$ cat config.mk
export PLATFORM = sky130hd
export DESIGN_NAME = vng_diff_top
export DESIGN_NICKNAME = d
export VERILOG_FILES = /design/src/vng_pkg.sv /design/src/vng_sum_if.sv /design/src/vng_diff_top.sv /design/src/vng_diff_norm.sv /design/src/vng_sum_accum.sv /design/src/vng_sched_rom.sv
export SDC_FILE = /design/constraint.sdc
export NUM_CORES = 1
export LEC_CHECK = 0
export BUFFER_PORTS_ARGS = -buffer_cell sky130_fd_sc_hd__buf_2
export CORE_MARGIN = 10
export CORE_UTILIZATION = 40
export DETAILED_ROUTE_END_ITERATION = 6
export SKIP_LAST_GASP = 1
export SYNTH_ARGS = -nofsm -noshare
export SYNTH_HDL_FRONTEND = slang
export SYNTH_SLANG_ARGS = --single-unit
$ cat constraint.sdc
create_clock -name clk -period 5.3 [get_ports clk]
set_input_delay 0.265 -clock clk [delete_from_list [all_inputs] [get_ports clk]]
set_output_delay 0.265 -clock clk [all_outputs]
set_load 0.005 [all_outputs]
$ cat src/vng_pkg.sv
package vng_pkg;

    // sample and sum widths
    localparam int data_w = 8;
    // room for up to 8 samples per colour
    localparam int sum_w  = data_w + 4;
    // signed normalized difference
    localparam int norm_w = data_w + 1;
    // contribution count, 0 to 8
    localparam int cnt_w  = 4;

    // pixel slot timing
    localparam int slot_len      = 12;
    localparam int sample_states = 8;

    typedef logic [3:0] st_t;

    // reciprocal scaling for the post-divide
    localparam int scale_w     = 16;
    localparam int scale_shift = 15;

    // 2^14 / cnt, rounded down
    // msb stays clear so the value is safe in a signed multiply
    localparam logic [scale_w-1:0] recip_scale [0:8] = '{
        16'd0,
        16'd16384,
        16'd8192,
        16'd5461,
        16'd4096,
        16'd3276,
        16'd2730,
        16'd2340,
        16'd2048
    };

    // operand selector for the difference stage
    typedef enum logic [1:0] {
        sel_red,
        sel_green,
        sel_blue
    } col_sel_t;

    // which difference a result carries
    typedef enum logic {
        kind_rg,
        kind_bg
    } diff_kind_t;

endpackage
$ cat src/vng_sum_if.sv
interface vng_sum_if
    import vng_pkg::*;
();

    // totals of the last completed slot
    logic [sum_w-1:0] red_sum;
    logic [sum_w-1:0] green_sum;
    logic [sum_w-1:0] blue_sum;
    logic [cnt_w-1:0] cnt;

    // current slot state
    st_t              st;
    // high once the first slot has completed
    logic             ready;

    modport src (
        output red_sum, green_sum, blue_sum, cnt, st, ready
    );

    modport dst (
        input  red_sum, green_sum, blue_sum, cnt, st, ready
    );

endinterface

$ cat src/vng_diff_top.sv
module vng_diff_top
    import vng_pkg::*;
(
    input  logic                     clk,
    input  logic                     reset,
    input  logic                     clk_en,

    // neighbour contributions
    input  logic                     sample_valid,
    input  logic [data_w-1:0]        sample_red,
    input  logic [data_w-1:0]        sample_green,
    input  logic [data_w-1:0]        sample_blue,

    // normalized colour differences
    output logic                     diff_valid,
    output diff_kind_t               diff_kind,
    output logic signed [norm_w-1:0] diff_norm
);

    vng_sum_if sums_if ();

    vng_sum_accum accum0 (
        .clk          ( clk ),
        .reset        ( reset ),
        .clk_en       ( clk_en ),
        .sample_valid ( sample_valid ),
        .sample_red   ( sample_red ),
        .sample_green ( sample_green ),
        .sample_blue  ( sample_blue ),
        .sums         ( sums_if.src )
    );

    vng_diff_norm norm0 (
        .clk        ( clk ),
        .reset      ( reset ),
        .clk_en     ( clk_en ),
        .sums       ( sums_if.dst ),
        .diff_valid ( diff_valid ),
        .diff_kind  ( diff_kind ),
        .diff_norm  ( diff_norm )
    );

endmodule

$ cat src/vng_diff_norm.sv
module vng_diff_norm
    import vng_pkg::*;
(
    input  logic                     clk,
    input  logic                     reset,
    input  logic                     clk_en,

    vng_sum_if.dst                   sums,

    output logic                     diff_valid,
    output diff_kind_t               diff_kind,
    output logic signed [norm_w-1:0] diff_norm
);

    localparam int prod_w = sum_w + 1 + scale_w;

    col_sel_t a_sel;
    col_sel_t b_sel;
    logic     scale_en;
    logic     out_en;

    // schedules below are listed from st 11 down to st 0
    // a: red at st 0, blue at st 1, red elsewhere
    vng_sched_rom #(
        .entry_t ( col_sel_t ),
        .entries ( {sel_red, sel_red, sel_red, sel_red, sel_red, sel_red,
                    sel_red, sel_red, sel_red, sel_red, sel_red, sel_blue} )
    ) a_sel_rom (
        .clk    ( clk ),
        .clk_en ( clk_en ),
        .st     ( sums.st ),
        .entry  ( a_sel )
    );

    // b: green for both differences, red while idle
    vng_sched_rom #(
        .entry_t ( col_sel_t ),
        .entries ( {sel_green, sel_red, sel_red, sel_red, sel_red, sel_red,
                    sel_red, sel_red, sel_red, sel_red, sel_red, sel_green} )
    ) b_sel_rom (
        .clk    ( clk ),
        .clk_en ( clk_en ),
        .st     ( sums.st ),
        .entry  ( b_sel )
    );

    // pick up the new count at st 0
    vng_sched_rom #(
        .entry_t ( logic ),
        .entries ( 12'b1000_0000_0000 )
    ) scale_en_rom (
        .clk    ( clk ),
        .clk_en ( clk_en ),
        .st     ( sums.st ),
        .entry  ( scale_en )
    );

    // output load at st 5 and 6
    vng_sched_rom #(
        .entry_t ( logic ),
        .entries ( 12'b0000_0011_0000 )
    ) out_en_rom (
        .clk    ( clk ),
        .clk_en ( clk_en ),
        .st     ( sums.st ),
        .entry  ( out_en )
    );

    function automatic logic [sum_w-1:0] pick(
        input col_sel_t         sel,
        input logic [sum_w-1:0] red,
        input logic [sum_w-1:0] green,
        input logic [sum_w-1:0] blue
    );
        case (sel)
            sel_green: pick = green;
            sel_blue:  pick = blue;
            default:   pick = red;
        endcase
    endfunction

    logic        [sum_w-1:0]   op_a;
    logic        [sum_w-1:0]   op_b;
    logic        [sum_w:0]     diff;
    logic        [scale_w-1:0] scale;
    logic signed [sum_w:0]     mult_a;
    logic signed [scale_w-1:0] mult_b;
    logic signed [prod_w-1:0]  prod0;
    logic signed [prod_w-1:0]  prod;

    // datapath pipeline
    always_ff @(posedge clk) begin
        if (clk_en) begin
            op_a <= pick(a_sel, sums.red_sum, sums.green_sum, sums.blue_sum);
            op_b <= pick(b_sel, sums.red_sum, sums.green_sum, sums.blue_sum);

            // one extra bit keeps the sign of a - b
            diff <= {1'b0, op_a} - {1'b0, op_b};

            if (scale_en) begin
                scale <= recip_scale[sums.cnt];
            end

            mult_a <= diff;
            mult_b <= scale;
            prod0  <= mult_a * mult_b;
            prod   <= prod0;

            // divide by 2^15, floor
            if (out_en) begin
                diff_norm <= prod[scale_shift +: norm_w];
            end
        end
    end

    logic       valid_q;
    diff_kind_t kind_next;

    always_ff @(posedge clk) begin
        if (reset) begin
            valid_q   <= 1'b0;
            diff_kind <= kind_rg;
            kind_next <= kind_rg;
        end else if (clk_en) begin
            // nothing valid until a full slot has been summed
            valid_q <= out_en && sums.ready;
            if (out_en) begin
                diff_kind <= kind_next;
                kind_next <= (kind_next == kind_rg) ? kind_bg : kind_rg;
            end
        end
    end

    // strobe only on enabled cycles
    assign diff_valid = valid_q && clk_en;

endmodule

$ cat src/vng_sum_accum.sv
module vng_sum_accum
    import vng_pkg::*;
(
    input  logic              clk,
    input  logic              reset,
    input  logic              clk_en,

    input  logic              sample_valid,
    input  logic [data_w-1:0] sample_red,
    input  logic [data_w-1:0] sample_green,
    input  logic [data_w-1:0] sample_blue,

    vng_sum_if.src            sums
);

    localparam st_t last_st = st_t'(slot_len - 1);

    // running totals of the slot in progress
    logic [sum_w-1:0] red_acc;
    logic [sum_w-1:0] green_acc;
    logic [sum_w-1:0] blue_acc;
    logic [cnt_w-1:0] cnt_acc;

    logic             take;
    logic [sum_w-1:0] red_next;
    logic [sum_w-1:0] green_next;
    logic [sum_w-1:0] blue_next;
    logic [cnt_w-1:0] cnt_next;

    // only the leading states of a slot accept samples
    assign take = sample_valid && (sums.st < st_t'(sample_states));

    always_comb begin
        red_next   = red_acc;
        green_next = green_acc;
        blue_next  = blue_acc;
        cnt_next   = cnt_acc;
        if (take) begin
            red_next   = red_acc + sum_w'(sample_red);
            green_next = green_acc + sum_w'(sample_green);
            blue_next  = blue_acc + sum_w'(sample_blue);
            cnt_next   = cnt_acc + 1'b1;
        end
    end

    always_ff @(posedge clk) begin
        if (reset) begin
            sums.st        <= '0;
            sums.ready     <= 1'b0;
            sums.red_sum   <= '0;
            sums.green_sum <= '0;
            sums.blue_sum  <= '0;
            sums.cnt       <= '0;
            red_acc        <= '0;
            green_acc      <= '0;
            blue_acc       <= '0;
            cnt_acc        <= '0;
        end else if (clk_en) begin
            if (sums.st == last_st) begin
                // slot end: hand totals over, start the next pixel
                sums.st        <= '0;
                sums.ready     <= 1'b1;
                sums.red_sum   <= red_next;
                sums.green_sum <= green_next;
                sums.blue_sum  <= blue_next;
                sums.cnt       <= cnt_next;
                red_acc        <= '0;
                green_acc      <= '0;
                blue_acc       <= '0;
                cnt_acc        <= '0;
            end else begin
                sums.st   <= sums.st + 1'b1;
                red_acc   <= red_next;
                green_acc <= green_next;
                blue_acc  <= blue_next;
                cnt_acc   <= cnt_next;
            end
        end
    end

endmodule

$ cat src/vng_sched_rom.sv
module vng_sched_rom
    import vng_pkg::*;
#(
    parameter type entry_t = logic,
    // entries packed with st 0 in the low bits
    parameter logic [slot_len*$bits(entry_t)-1:0] entries = '0
) (
    input  logic   clk,
    input  logic   clk_en,
    input  st_t    st,
    output entry_t entry
);

    localparam int entry_w = $bits(entry_t);

    logic [entry_w-1:0] raw;

    // lookup for the current state
    always_comb begin
        raw = entries[st*entry_w +: entry_w];
    end

    // registered, so entry k acts during state k+1
    always_ff @(posedge clk) begin
        if (clk_en) begin
            entry <= entry_t'(raw);
        end
    end

endmodule

==> flow_summary.yaml <==
outcome:
  status: "finished, violations left"
  violations: "negative setup slack"
synth:
  ys.flop_type: "edfxtp_1"
  yosys_register_bits: 191
  netlist_area_mm2: 0.0140
  yosysTopAreaCellShare_pct: 22.2
  synth_edf_count: 103
  synthMuxAreaShare_pct: 2.22
  ys_types: 54
  synth_top_family_by_area: "adder cells"
  synth_compound_area_share_pct: 9.03
  avgSynthCellArea_um2: 10.2
  yosysTopAreaCell: "edfxtp_1"
  synthesis.nets: 1647
  synth.area.top_cells: "edfxtp_1 (22%), fa_1 (20%), dfxtp_1 (13%), ha_1 (10%), inv_1 (4.9%)"
  synth_fa_ha_area_share_pct: 30.1
  ys_seq_area_share_pct: 34.8
  yosys_warnings: 0
  synthXorXnorAreaFrac_pct: 2.82
  syn_inst: 1366
  async_reset_ff_share_pct: 0
  synth_simple_gate_area_share_pct: 14.3
floorplanning:
  die_w_um: 207
  placeableCoreArea_mm2: 0.0345
  dieHeight_um: 207
  rows: 68
  die_area_mm2: 0.0428
  top_level_ports: 39
  start_util_pct: 40.5
global_route:
  grt_usage_pct: 15.3
  grt_max_degree: 62
  grt_pass1_vias: 10200
  grt_overflow: 0
  antenna_found_initial: 1
  grt_pass1_wl_um: 52400
route:
  routed_wl_um: 31300
  first_pass_iters: 5
  vias: 9607
  viasPerCell: 5.02
  ant_nets: 0
  drt-initial-drc-count: 502
  drt-wirelength-per-cell_um: 16.3
  drc: 0
clocking:
  clock_latency_ns: 0.44
  clkTransAtPathRegs_ns: 0.08
  cts_made_buffers: 17
  cts_root_buffer: "clkbuf_16"
  ctsHoldBuffers: 0
  cts_buffer_depth: 2
  cts_tree: "yes"
  htreeDepth: 4
  cts.sinks: 191
critical_path:
  cp.required_ns: 5.48
  start_kind: "flip-flop"
  worstPathArrival_ns: 5.59
  path_max_fanout: 5
  worst_setup_path_end_kind: "flip-flop"
  crit_type: "flip-flop to flip-flop"
placement:
  dpl_cell_area_mm2: 0.0151
  io_buffer_count: 38
  place_congestion: 0.901
  dp_hpwl_um: 24400
sta:
  drv_slew: 0
  finalClockSkew_ns: 0.0162
  setup_viol: 7
  min_period_ns: 5.41
  max_slew_margin_pct: 37.2
  rsz0062_at_grt: "yes"
  worstMarginPinSlew_ns: 0.939
  fmax_ghz: 0.185
  finalHoldViolCount: 0
  fin_ws_ns: -0.108
  min_period_over_period_pct: 102
power:
  leakagePower_nw: 7.00
  p_per_area_mw_per_mm2: 496
  total_power_mw: 7.92
  ir_worst_vdd_mv: 0.850
cells_and_area:
  drive_above_1_share_pct: 16.2
  layout_commonest_cell: "inv_1"
  finish.instance_area_mm2: 0.0160
  area_growth_pct: 14.4
  fin_nets: 1727
  final_cell_mix: "inv_1 (172), nand2_1 (153), fa_1 (136)"
worst_hold_path:
  hp-class: "primary input to flip-flop"
flow_run:
  maxCapViolCount: 0
## critical path, cell delays in order, from the launching register on
cell      delay (ns)
edfxtp_1        0.42
buf_6           0.15
and2_4          0.13
fa_1            0.54
inv_2           0.04
fa_1            0.48
inv_2           0.04
fa_1            0.57
fa_1            0.44
fa_1            0.52
fa_1            0.46
ha_4            0.31
and3_4          0.19
nand4_1         0.11
o22a_4          0.27
o21ai_4         0.20
a31oi_2         0.13
xnor2_1         0.15
## Yosys cell counts, drive strengths merged, types with 5 or more instances
cell type,instances
inv,182
nand2,156
fa,139
ha,114
edfxtp,103
dfxtp,88
a21oi,65
nor2,64
and2,60
clkbuf,47
o21ai,44
xnor2,33
mux2,24
nand4,23
nor3,20
nand3,19
a22oi,17
a21o,16
buf,14
nand2b,13
a31oi,12
nor2b,12
o211ai,12
xor2,12
or4,10
and3,9
a211oi,6
o21bai,6
a31o,5
nor4,5
## per-stage QoR
stage | TNS, ns | setup slack [ns] | hold WS, ns | utilization (%) | instances
2_1_floorplan | 0 | 0.0183 | 0.377 | - | 1366
3_3_place_gp | -1.13 | -0.175 | 0.400 | 43.7 | 1875
3_5_place_dp | -2.13 | -0.327 | 0.405 | 43.7 | 1875
4_1_cts | -1.09 | -0.178 | 0.168 | 45.9 | 1913
5_1_grt | -1.93 | -0.285 | 0.205 | 46.3 | 1914
6_report | -0.463 | -0.108 | 0.177 | 46.3 | 1915
## repair_timing
| item | 4_1_cts | 5_1_grt |
|---|---|---|
| gates resized for setup | 20 | 34 |
| pin swaps | 25 | 37 |
| endpoints found under the setup margin | 8 | 9 |
| buffers inserted | 6 | 4 |
## flip-flops by register name (all words and copies together), names as in the netlist, 4 cells and up
register,count
norm0.prod,9
norm0.scale,11
norm0.diff,13
accum0.sums.cnt,4
accum0.cnt_acc,4
norm0.op_a,12
norm0.op_b,12
accum0.sums.green_sum,12
accum0.sums.red_sum,12
norm0.prod0,9
norm0.mult_b,11
accum0.red_acc,12
accum0.blue_acc,12
accum0.green_acc,12
norm0.diff_norm,9
norm0.mult_a,13
accum0.sums.blue_sum,12
accum0.sums.st,4
## cell type report
| class | count | area [um^2] |
|---|---|---|
| fillers | 3270 | 18500 |
| multi-input cells | 932 | 8390 |
| flip-flops and latches | 191 | 4850 |
| repair buffers | 122 | 855 |
| inverters | 182 | 683 |
| well taps | 455 | 569 |
| clock buffers | 17 | 425 |
| clock inverters | 15 | 191 |
| diodes | 1 | 2.50 |
## final timing paths
| check | start | end | slack [ns] | cells after the start |
|---|---|---|---|---|
| max | norm0.mult_b[5] | norm0.prod0[21] | -0.11 | 17 |
| min reg2reg | norm0.scale[9] | norm0.mult_b[9] | 0.42 | 0 |
| max reg2reg | norm0.mult_b[5] | norm0.prod0[21] | -0.11 | 17 |
| min | sample_green[0] | accum0.green_acc[0] | 0.18 | 4 |
## where the power goes
| part | internal, mW | total [mW] | switching (mW) |
|---|---|---|---|
| combinational | 2.24 | 4.67 | 2.42 |
| sequential | 1.86 | 1.92 | 0.0655 |
| clock | 0.684 | 1.34 | 0.652 |
## cell families after synthesis
family | count (synthesis)
mux | 28
compound gates | 198
simple gates | 408
xor+xnor | 45
flops | 191
fa+ha+maj | 253
buf+inv | 243
## layer usage
metal / share of wire [%] / GRT usage (%) / vias up
met1: 45 / 19.2 / 4759
li1: - / - / 4723
met4: 0.84 / 2.90 / 0
met5: 0 / 0 / -
met3: 2.8 / 2.37 / 19
met2: 51 / 27.5 / 106
(Power assumes the default switching activity.)
